File: config.mk
export PLATFORM = sky130hd
export DESIGN_NAME = rv_core_top
export DESIGN_NICKNAME = d
export VERILOG_FILES = /design/src/design/rv_core_pkg.sv /design/src/design/execute_unit.sv /design/src/design/fetch_decode.sv /design/src/design/operand_fetch.sv /design/src/design/rv_core_top.sv
export VERILOG_INCLUDE_DIRS = /design/src /design/src/include
export SDC_FILE = /design/constraint.sdc
export NUM_CORES = 2
export LEC_CHECK = 0
export BUFFER_PORTS_ARGS = -buffer_cell sky130_fd_sc_hd__buf_2
export CORE_UTILIZATION = 60
export CTS_BUF_LIST = sky130_fd_sc_hd__clkbuf_16
export CTS_CLUSTER_SIZE = 10
export DETAILED_ROUTE_END_ITERATION = 12
export HOLD_SLACK_MARGIN = 0.1
export PLACE_DENSITY_LB_ADDON = 0.25
export SYNTH_ARGS = -nofsm -noshare
export SYNTH_HDL_FRONTEND = slang
export SYNTH_HIERARCHICAL = 1
export SYNTH_SLANG_ARGS = --single-unit
File: constraint.sdc
create_clock -name clk -period 11.3 [get_ports clk]
set_clock_uncertainty 0.2 [all_clocks]
set_input_delay 1.13 -clock clk [delete_from_list [all_inputs] [get_ports clk]]
set_output_delay 1.13 -clock clk [all_outputs]
set_load 0.005 [all_outputs]
File: src/include/rv_core_params.svh
`ifndef RV_CORE_PARAMS_SVH
`define RV_CORE_PARAMS_SVH

// data path width
`define RV_XLEN 32

// integer register count, x0 included
`define RV_NUM_REGS 32

// cycles from a read grant until its data leaves the read pipeline
`define RV_REG_READ_DELAY 3

// program counter after reset
`define RV_RESET_PC 32'h0001_0000

// x2 after reset
`define RV_STACK_ADDR 32'h0001_0000

`endif

File: src/design/rv_core_pkg.sv
`include "rv_core_params.svh"

package rv_core_pkg;

	typedef logic [`RV_XLEN-1:0] word_t;
	typedef logic [$clog2(`RV_NUM_REGS)-1:0] reg_addr_t;

	// instruction classes kept by the core
	typedef enum logic [2:0] {
		cls_lui,
		cls_auipc,
		cls_jal,
		cls_jalr,
		cls_branch,
		cls_op,
		cls_op_imm,
		cls_illegal
	} insn_class_e;

	typedef struct packed {
		insn_class_e cls;
		logic [2:0]  funct3;
		logic        alt;       // funct7 bit 5 for sub and sra
		reg_addr_t   rd;
		reg_addr_t   rs1;
		reg_addr_t   rs2;
		word_t       imm;       // already sign extended
		word_t       pc;
		logic        uses_rs1;
		logic        uses_rs2;
		logic        writes_rd;
	} decoded_insn_t;

	typedef struct packed {
		word_t rs1;
		word_t rs2;
	} operands_t;

	// one completed instruction
	typedef struct packed {
		word_t     pc;
		word_t     pc_next;
		reg_addr_t rd;
		word_t     rd_wdata;
		logic      writes_rd;
		logic      trap;
	} retire_t;

endpackage

File: src/design/execute_unit.sv
`timescale 1ns/1ps

module execute_unit (
	input  logic                       clk,
	input  logic                       resetn,
	input  rv_core_pkg::decoded_insn_t dec,
	input  logic                       dec_valid,
	input  rv_core_pkg::operands_t     ops,
	input  logic                       ops_ready,
	output logic                       insn_complete,
	output rv_core_pkg::retire_t       retire
);
	import rv_core_pkg::*;

	word_t      op_a;
	word_t      op_b;
	word_t      alu_out;
	word_t      pc_plus4;
	word_t      target;
	word_t      rd_wdata;
	logic [4:0] shamt;
	logic       lt;
	logic       ltu;
	logic       cond;
	logic       taken;
	logic       trap;
	logic       halted;

	assign op_a     = ops.rs1;
	assign op_b     = (dec.cls == cls_op_imm) ? dec.imm : ops.rs2;
	assign shamt    = op_b[4:0];
	assign pc_plus4 = dec.pc + 32'd4;

	// shared by slt/sltu and the branches
	assign lt  = $signed(op_a) < $signed(op_b);
	assign ltu = op_a < op_b;

	always_comb begin
		case (dec.funct3)
			3'b000:  alu_out = (dec.cls == cls_op && dec.alt) ? op_a - op_b : op_a + op_b;
			3'b001:  alu_out = op_a << shamt;
			3'b010:  alu_out = word_t'(lt);
			3'b011:  alu_out = word_t'(ltu);
			3'b100:  alu_out = op_a ^ op_b;
			3'b101:  alu_out = dec.alt ? word_t'($signed(op_a) >>> shamt) : op_a >> shamt;
			3'b110:  alu_out = op_a | op_b;
			default: alu_out = op_a & op_b;
		endcase
	end

	always_comb begin
		case (dec.funct3)
			3'b000:  cond = (op_a == op_b);   // beq
			3'b001:  cond = (op_a != op_b);
			3'b100:  cond = lt;
			3'b101:  cond = !lt;
			3'b110:  cond = ltu;
			3'b111:  cond = !ltu;
			default: cond = 1'b0;
		endcase
	end

	always_comb begin
		taken    = 1'b0;
		target   = dec.pc + dec.imm;
		rd_wdata = pc_plus4;   // link value
		case (dec.cls)
			cls_lui:    rd_wdata = dec.imm;
			cls_auipc:  rd_wdata = dec.pc + dec.imm;
			cls_jal:    taken = 1'b1;
			cls_jalr: begin
				taken     = 1'b1;
				target    = op_a + dec.imm;
				target[0] = 1'b0;
			end
			cls_branch: taken = cond;
			cls_op:     rd_wdata = alu_out;
			cls_op_imm: rd_wdata = alu_out;
			default:    rd_wdata = '0;
		endcase
	end

	// misaligned taken target traps too
	assign trap = (dec.cls == cls_illegal) || (taken && target[1]);

	always_ff @(posedge clk) begin
		if (!resetn)
			halted <= 1'b0;
		else if (insn_complete && trap)
			halted <= 1'b1;   // stays until reset
	end

	assign insn_complete = dec_valid && ops_ready && !halted;

	assign retire.pc        = dec.pc;
	assign retire.pc_next   = trap ? dec.pc : (taken ? target : pc_plus4);
	assign retire.rd        = dec.rd;
	assign retire.rd_wdata  = rd_wdata;
	assign retire.writes_rd = dec.writes_rd && !trap;
	assign retire.trap      = trap;

endmodule

File: src/design/fetch_decode.sv
`timescale 1ns/1ps
`include "rv_core_params.svh"

module fetch_decode (
	input  logic                       clk,
	input  logic                       resetn,
	input  rv_core_pkg::word_t         insn,
	input  logic                       insn_valid,
	input  logic                       insn_complete,
	input  rv_core_pkg::word_t         next_pc,
	output rv_core_pkg::word_t         insn_addr,
	output rv_core_pkg::decoded_insn_t dec,
	output logic                       dec_valid
);
	import rv_core_pkg::*;

	localparam logic [6:0] opc_lui    = 7'b0110111;
	localparam logic [6:0] opc_auipc  = 7'b0010111;
	localparam logic [6:0] opc_jal    = 7'b1101111;
	localparam logic [6:0] opc_jalr   = 7'b1100111;
	localparam logic [6:0] opc_branch = 7'b1100011;
	localparam logic [6:0] opc_op     = 7'b0110011;
	localparam logic [6:0] opc_op_imm = 7'b0010011;

	word_t      pc;
	logic [6:0] opcode;
	logic [2:0] funct3;
	logic [6:0] funct7;
	word_t      imm_i;
	word_t      imm_u;
	word_t      imm_j;
	word_t      imm_b;
	logic       op_legal;
	logic       op_imm_legal;

	always_ff @(posedge clk) begin
		if (!resetn)
			pc <= `RV_RESET_PC;
		else if (insn_complete)
			pc <= next_pc;
	end

	assign insn_addr = {pc[`RV_XLEN-1:1], 1'b0};
	assign dec_valid = insn_valid;

	assign opcode = insn[6:0];
	assign funct3 = insn[14:12];
	assign funct7 = insn[31:25];

	// immediate formats
	assign imm_i = {{20{insn[31]}}, insn[31:20]};
	assign imm_u = {insn[31:12], 12'b0};
	assign imm_j = {{12{insn[31]}}, insn[19:12], insn[20], insn[30:21], 1'b0};
	assign imm_b = {{20{insn[31]}}, insn[7], insn[30:25], insn[11:8], 1'b0};

	// sub and sra are the only alternate encodings
	assign op_legal = (funct7 == 7'b0000000) ||
		((funct7 == 7'b0100000) && (funct3 == 3'b000 || funct3 == 3'b101));

	always_comb begin
		case (funct3)
			3'b001:  op_imm_legal = (funct7 == 7'b0000000);   // slli
			3'b101:  op_imm_legal = (funct7 == 7'b0000000) || (funct7 == 7'b0100000);
			default: op_imm_legal = 1'b1;
		endcase
	end

	always_comb begin
		dec        = '0;
		dec.cls    = cls_illegal;
		dec.funct3 = funct3;
		dec.alt    = insn[30];
		dec.rd     = insn[11:7];
		dec.rs1    = insn[19:15];
		dec.rs2    = insn[24:20];
		dec.pc     = insn_addr;
		case (opcode)
			opc_lui: begin
				dec.cls       = cls_lui;
				dec.imm       = imm_u;
				dec.writes_rd = 1'b1;
			end
			opc_auipc: begin
				dec.cls       = cls_auipc;
				dec.imm       = imm_u;
				dec.writes_rd = 1'b1;
			end
			opc_jal: begin
				dec.cls       = cls_jal;
				dec.imm       = imm_j;
				dec.writes_rd = 1'b1;
			end
			opc_jalr: if (funct3 == 3'b000) begin
				dec.cls       = cls_jalr;
				dec.imm       = imm_i;
				dec.uses_rs1  = 1'b1;
				dec.writes_rd = 1'b1;
			end
			opc_branch: if (funct3 != 3'b010 && funct3 != 3'b011) begin
				dec.cls      = cls_branch;
				dec.imm      = imm_b;
				dec.uses_rs1 = 1'b1;
				dec.uses_rs2 = 1'b1;
			end
			opc_op: if (op_legal) begin
				dec.cls       = cls_op;
				dec.uses_rs1  = 1'b1;
				dec.uses_rs2  = 1'b1;
				dec.writes_rd = 1'b1;
			end
			opc_op_imm: if (op_imm_legal) begin
				dec.cls       = cls_op_imm;
				dec.imm       = imm_i;   // shamt sits in the low bits
				dec.uses_rs1  = 1'b1;
				dec.writes_rd = 1'b1;
			end
			default: dec.cls = cls_illegal;   // unknown opcode without flags
		endcase
	end

endmodule

File: src/design/operand_fetch.sv
`timescale 1ns/1ps
`include "rv_core_params.svh"

module operand_fetch (
	input  logic                       clk,
	input  logic                       resetn,
	input  rv_core_pkg::decoded_insn_t dec,
	input  logic                       dec_valid,
	input  logic                       insn_complete,
	input  rv_core_pkg::reg_addr_t     wb_rd,
	input  rv_core_pkg::word_t         wb_data,
	input  logic                       wb_en,
	output rv_core_pkg::operands_t     ops,
	output logic                       ops_ready
);
	import rv_core_pkg::*;

	localparam int read_delay = `RV_REG_READ_DELAY;

	typedef enum logic [1:0] {st_idle, st_requested, st_latched} opnd_state_e;

	word_t       regs [`RV_NUM_REGS];
	opnd_state_e state [2];   // index 0 is rs1 and 1 is rs2
	word_t       opnd [2];
	reg_addr_t   src [2];
	logic [1:0]  need;
	logic [1:0]  req;
	logic [1:0]  grant;
	reg_addr_t   rd_addr;
	word_t       rd_data;
	word_t       data_pipe [read_delay];
	logic [1:0]  tag_pipe [read_delay];
	word_t       data_out;
	logic [1:0]  tag_out;

	assign src[0] = dec.rs1;
	assign src[1] = dec.rs2;

	// x0 is never read and comes out as zero
	assign need[0] = dec_valid && dec.uses_rs1 && (dec.rs1 != '0);
	assign need[1] = dec_valid && dec.uses_rs2 && (dec.rs2 != '0);

	always_comb begin
		for (int i = 0; i < 2; i++)
			req[i] = need[i] && (state[i] == st_idle);
	end

	// fixed priority arbiter where rs1 wins
	assign grant[0] = req[0];
	assign grant[1] = req[1] && !req[0];

	assign rd_addr = grant[0] ? src[0] : src[1];
	assign rd_data = regs[rd_addr];

	always_ff @(posedge clk) begin
		if (!resetn) begin
			regs[0] <= '0;
			regs[2] <= `RV_STACK_ADDR;
		end else if (insn_complete && wb_en && wb_rd != '0) begin
			regs[wb_rd] <= wb_data;
		end
	end

	// read data delay line
	always_ff @(posedge clk) begin
		data_pipe[0] <= rd_data;
		for (int s = 1; s < read_delay; s++)
			data_pipe[s] <= data_pipe[s-1];
	end

	// one-hot tag travels alongside the data
	always_ff @(posedge clk) begin
		if (!resetn) begin
			for (int s = 0; s < read_delay; s++)
				tag_pipe[s] <= '0;
		end else begin
			tag_pipe[0] <= grant;
			for (int s = 1; s < read_delay; s++)
				tag_pipe[s] <= tag_pipe[s-1];
		end
	end

	assign data_out = data_pipe[read_delay-1];
	assign tag_out  = tag_pipe[read_delay-1];

	always_ff @(posedge clk) begin
		if (!resetn) begin
			for (int i = 0; i < 2; i++)
				state[i] <= st_idle;
		end else begin
			for (int i = 0; i < 2; i++) begin
				if (insn_complete)
					state[i] <= st_idle;   // latches free for the next insn
				else if (grant[i])
					state[i] <= st_requested;
				else if (tag_out[i] && state[i] == st_requested)
					state[i] <= st_latched;
			end
		end
	end

	always_ff @(posedge clk) begin
		for (int i = 0; i < 2; i++) begin
			if (tag_out[i])
				opnd[i] <= data_out;
		end
	end

	assign ops.rs1 = (dec.rs1 == '0) ? '0 : opnd[0];
	assign ops.rs2 = (dec.rs2 == '0) ? '0 : opnd[1];

	assign ops_ready = (!need[0] || state[0] == st_latched) &&
		(!need[1] || state[1] == st_latched);

endmodule

File: src/design/rv_core_top.sv
`timescale 1ns/1ps

module rv_core_top (
	input  logic                 clk,
	input  logic                 resetn,
	input  rv_core_pkg::word_t   insn,
	input  logic                 insn_valid,
	output rv_core_pkg::word_t   insn_addr,
	output logic                 insn_complete,
	output logic                 retire_valid,
	output rv_core_pkg::retire_t retire
);
	import rv_core_pkg::*;

	decoded_insn_t dec;
	logic          dec_valid;
	operands_t     ops;
	logic          ops_ready;

	// every completion retires
	assign retire_valid = insn_complete;

	fetch_decode fetch_decode_inst (
		.clk           (clk),
		.resetn        (resetn),
		.insn          (insn),
		.insn_valid    (insn_valid),
		.insn_complete (insn_complete),
		.next_pc       (retire.pc_next),
		.insn_addr     (insn_addr),
		.dec           (dec),
		.dec_valid     (dec_valid)
	);

	operand_fetch operand_fetch_inst (
		.clk           (clk),
		.resetn        (resetn),
		.dec           (dec),
		.dec_valid     (dec_valid),
		.insn_complete (insn_complete),
		.wb_rd         (retire.rd),
		.wb_data       (retire.rd_wdata),
		.wb_en         (retire.writes_rd),
		.ops           (ops),
		.ops_ready     (ops_ready)
	);

	execute_unit execute_unit_inst (
		.clk           (clk),
		.resetn        (resetn),
		.dec           (dec),
		.dec_valid     (dec_valid),
		.ops           (ops),
		.ops_ready     (ops_ready),
		.insn_complete (insn_complete),
		.retire        (retire)
	);

endmodule

Yosys cells after proc, flatten, opt, wreduce, memory -nomap -nowiden
Memories as Yosys holds them, arrays and structs flattened. Index checks and enable logic that the tools add are counted.

Register bits after elaboration: 33. Memory bits (writable): 1194. Input port bits: 35. Output and inout bits: 137. Word-level logic and storage cells: 180. Memories: 5.

Memories: operand_fetch_inst.regs (words 32, width 32, read ports 1, clocked after Yosys merged registers in 0, wr ports 2, line operand_fetch.sv:22) `` word_t regs [`RV_NUM_REGS]; ``; operand_fetch_inst.data_pipe (words 3, width 32, read ports 3, clocked after Yosys merged registers in 0, wr ports 3, line operand_fetch.sv:31) `word_t data_pipe [read_delay];`; operand_fetch_inst.opnd (words 2, width 32, read ports 2, clocked after Yosys merged registers in 0, wr ports 2, line operand_fetch.sv:24) `word_t opnd [2];`; operand_fetch_inst.tag_pipe (words 3, width 2, read ports 3, clocked after Yosys merged registers in 0, wr ports 3, line operand_fetch.sv:32) `logic [1:0] tag_pipe [read_delay];`; operand_fetch_inst.state (words 2, width 2, read ports 2, clocked after Yosys merged registers in 0, wr ports 2, line operand_fetch.sv:23) `opnd_state_e state [2];`.

$add $sub $neg: 5. Magnitude comparators: 2. Eq/ne operators: 30. Shifts and indexed selects: 3. Mux-type cells: 72. Bitwise logic cells: 12. Reductions and logical operators: 49.

Operators by type and width (count): $mux 32 (12); $pmux 32 s7 (1); $pmux 32 s5 (1); $pmux 32 s4 (1); $add 32x32->32 (3); $lt 32x32->1 (2); $mux 1 (34); $add 32x3->32 const B (1); $and 32x32->32 (1); $eq 32x32->1 (1); $ne 32x32->1 (1); $or 32x32->32 (1); $reduce_or 32->1 (1); $shl 32x5->32 (1); $shr 32x5->32 (1); $sshr 32x5->32 (1); $sub 32x32->32 (1); $xor 32x32->32 (1); $eq 3x3->1 const B (8); $mux 2 (12); $eq 7x6->1 const B (3); $eq 7x7->1 const B (3); $pmux 3 s7 (1); $logic_and 1x1->1 (20); 21 further kinds (61).

Depth between registers and ports, before layout
Word-level depth: 23. Gate-level depth with buffers: 28. Depth with buffers taken out: 22.

Modules after synthesis
The synthesis kept the hierarchy.

Modules (own cells, without submodules): operand_fetch (times used 1, cells each 3124, area each 45321.0 um^2, seq. area each 34513.1 um^2); execute_unit (times used 1, cells each 2353, area each 15693.8 um^2, seq. area each 20.0 um^2); fetch_decode (times used 1, cells each 243, area each 2119.5 um^2, seq. area each 620.6 um^2); rv_core_top (times used 1, cells each 1, area each 7.5 um^2, seq. area each 0.0 um^2).

Worst setup path after synthesis
No wires, ideal clock.

Path type: input to register. Start point: input insn[25]. End point: memory operand_fetch_inst/regs[25][0] (netlist bit) (enable). Library setup time: 461 ps. Data arrival time: 8909 ps. Required time: 10639 ps. Slack: 1730 ps. Cell stages on the path: 24. Buffers on the path: 4. Cells stage by stage: or4_1 o41a_1 o31ai_1 nand2_1 nand3b_4 buf_2 buf_1 mux2_2 inv_1 ha_1 buf_6 or4_4 or4_4 nor2_2 and4bb_1 mux2i_1 or2_4 a311o_1 and3_1 nand3_1 a21oi_1 clkbuf_1 nand3b_1 nor3_1.

RTL lines: start: declaration (line rv_core_top.sv:6) `input rv_core_pkg::word_t insn,`; end: declaration (line operand_fetch.sv:22).

==> metrics.yaml <==
max-cap-violations: 1
cts_resized: 0
fill_cells: 7442
peakVddDrop_mv: 0.155
p_sw_share_pct: 23.8
hold_slack_ns: 0.112
pre_cts_ws_ns: 1.67
p_leak_nw: 24.2
io_pins: 172
startpoint_type: "input port"
grt_overflow: 0
synth_adder_area_share_pct: 3.11
synth-simple-area-share_pct: 13.3
fin_total_pwr_mw: 9.72
min_from: "operand_fetch_inst/data_pipe[0][0]$_DFF_P_"
ys_warn_count: 6
numCtsBuffers: 142
syn_inst: 5721
synthArstFlopShare_pct: 0
timing.final.crit_share_pct: 88.6
die-area_um2: 107000
cp_max_fo: 17
clkSlewWorstSetupHoldPaths_ns: 0.06
synth_cell_types: 105
core_area_um2: 104000
ctsHoldBuffers: 0
fin_util_pct: 66.8
cts_root_buf: "clkbuf_16"
p_per_area_nw_per_um2: 140
worstPathArrival_ns: 8.69
period_minus_slack_ns: 10.02
slew_violations: 4
setup_viol: 0
synth_top_family_by_area: "compound AO/OA/AOI/OAI gates"
numClockSinks: 1226
num_rows: 118
worst_pin_slew_ns: 1.55
drc: 0
htree_levels: 4
setup_ws_ns: 1.28
vias: 51500
outcome: "finished with violations"
endpoint_kind: "primary output"
start_util_pct: 60.7
worst_setup_path_startpoint: "insn[25]"
die_y_um: 326
violations: "capacitance limit, slew limit"
internal_power_mw: 7.40
hold_violations: 0
area_growth_pct: 9.99
grt_pass1_wl_um: 339000
muxShareOfSynthArea_pct: 7.17
wl_per_cell_um: 33.2
grt_setup_unrepaired: "no"
finalNonFillerCells: 7221
first_pass_iters: 8
path_class: "input port to primary output"
r2r_start: "operand_fetch_inst/opnd[0][13]$_DFFE_PP_"
p_sw_mw: 2.31
finalInstanceArea_um2: 69400
ys_seq_area_share_pct: 55.7
pwr-share-seq_pct: 50.8
io_buffers: 169
vias_per_cell: 7.13
hold_class: "register to register"
synth_seq_cells: 1226
clockPowerShare_pct: 42.7
gp_congestion: 1.07
synthFlopType: "edfxtp_1"
antenna_found_initial: 11
fmax_mhz: 99.8
synth_edf_count: 1060
synth_area_um2: 63100
clockBufferDepth: 3
fin_setup_tns_ns: 0
place_area_um2: 65200
drt_wl_total_um: 240000
grt.total_usage_pct: 44.1
synth_compound_area_share_pct: 14.7
comb_power_share_pct: 6.6
dpl.hpwl_um: 164000
die_w_um: 326
final_cell_mix: "edfxtp_1 (1060), nand2_1 (688), a21oi_1 (421), mux2i_1 (316), nor2_1 (287)"
grt_pass1_vias: 48300
nets: 5950
grt_max_degree: 128
cts_tree: "yes"
drive_gt1_share_pct: 12.0
critical_path_required_ns: 9.97
drt-initial-drc-count: 8251
antenna_left: 0
synthXorXnorAreaFrac_pct: 1.51
syn_avg_cell_area_um2: 11.0
cts_setup_buffers: 0
clock_latency_ns: 0.77
final_common_cell: "edfxtp_1"
dp.cells: 6995
relSlewSlack_pct: -4.16
==> power by group through the flow <==
stage	Clock [mW]	Combinational, mW	Sequential, mW
after floorplan	0	0.388	5.01
after global placement	0	0.593	5.02
after detailed placement	0	0.599	5.02
after CTS	4.16	0.609	4.93
after global routing	4.33	0.658	4.93
final	4.15	0.638	4.93
==> per-layer routing <==
metal / global-route usage [%] / vias to the layer above / part of all wire (%)
met5: 0 / - / 0.018
met4: 27.4 / 6 / 7.3
met3: 9.93 / 800 / 12
met2: 67.7 / 4236 / 45
met1: 57.1 / 25100 / 36
li1: - / 21400 / -
==> worst max-delay path: stages <==
cell,delay (ns)
buf_2,0.12
or4_1,0.54
o41a_1,0.45
nor2_1,0.29
nor2_1,0.08
nor2_1,0.83
mux2_2,0.60
ha_1,0.36
inv_1,0.09
fa_1,0.41
nor2b_1,0.24
o31ai_1,0.21
a211o_1,0.39
a21o_1,0.26
a311oi_1,0.49
a31o_2,0.26
a211oi_1,0.10
o22ai_1,0.19
xnor2_1,0.13
o21ai_0,1.21
buf_2,0.29
==> cells by family (layout without fill, tap and decap cells) <==
| family | Yosys count | in the layout |
|---|---|---|
| AOI/OAI and AO/OA | 1434 | 1434 |
| xor gates and xnor gates | 109 | 109 |
| adders and majority gates | 155 | 155 |
| buffers and inverters | 608 | 723 |
| DFF | 1226 | 1226 |
| muxes | 402 | 402 |
| other | 1 | 6 |
| and+or+nand+nor | 1786 | 1786 |
==> Yosys cell counts, types with 74 or more instances <==
library cell     n  area share (%)
edfxtp_1      1060              50
nand2_1        692             4.1
a21oi_1        425             3.4
nor2_1         318             1.9
mux2i_1        316             5.0
o21ai_0        271             2.1
clkbuf_1       205             1.2
nand3_1        195             1.5
dfxtp_1        166             5.3
nor3_1         154             1.2
inv_1          153            0.91
ha_1           152             3.0
and2_1         110             1.1
buf_4          109             1.3
o211ai_1       100             1.2
a21o_1          95             1.1
buf_2           88            0.70
xnor2_1         74             1.0
==> state kept, by name, indices dropped and copies added, names as in the netlist <==
name,cells
execute_unit_inst/halted,1
operand_fetch_inst/data_pipe,96
operand_fetch_inst/tag_pipe,6
operand_fetch_inst/regs,1024
operand_fetch_inst/opnd,64
operand_fetch_inst/state,4
fetch_decode_inst/pc,31
==> cell type report <==
class,count,area (um2),share of cell area (%)
Clock inverter,79,688,0.991
Antenna cell,4,10.0,0.0144
Tap cell,1380,1730,2.49
Multi-Input combinational cell,3888,25500,36.8
Sequential cell,1226,35200,50.6
Inverter,162,621,0.894
Clock buffer,142,3550,5.12
Timing Repair Buffer,340,2160,3.12
==> worst paths after layout <==
check / endpoint / slack [ns] / cells after the start
setup / recovery: retire[26] / 1.28 / 21
hold / removal: operand_fetch_inst/data_pipe[0][32]$_DFF_P_ / 0.11 / 0
setup reg to reg: operand_fetch_inst/regs[10][5]$_DFFE_PP_ / 4.06 / 16
hold reg to reg: operand_fetch_inst/data_pipe[0][32]$_DFF_P_ / 0.11 / 0
Power figures use the tool's default switching activity.
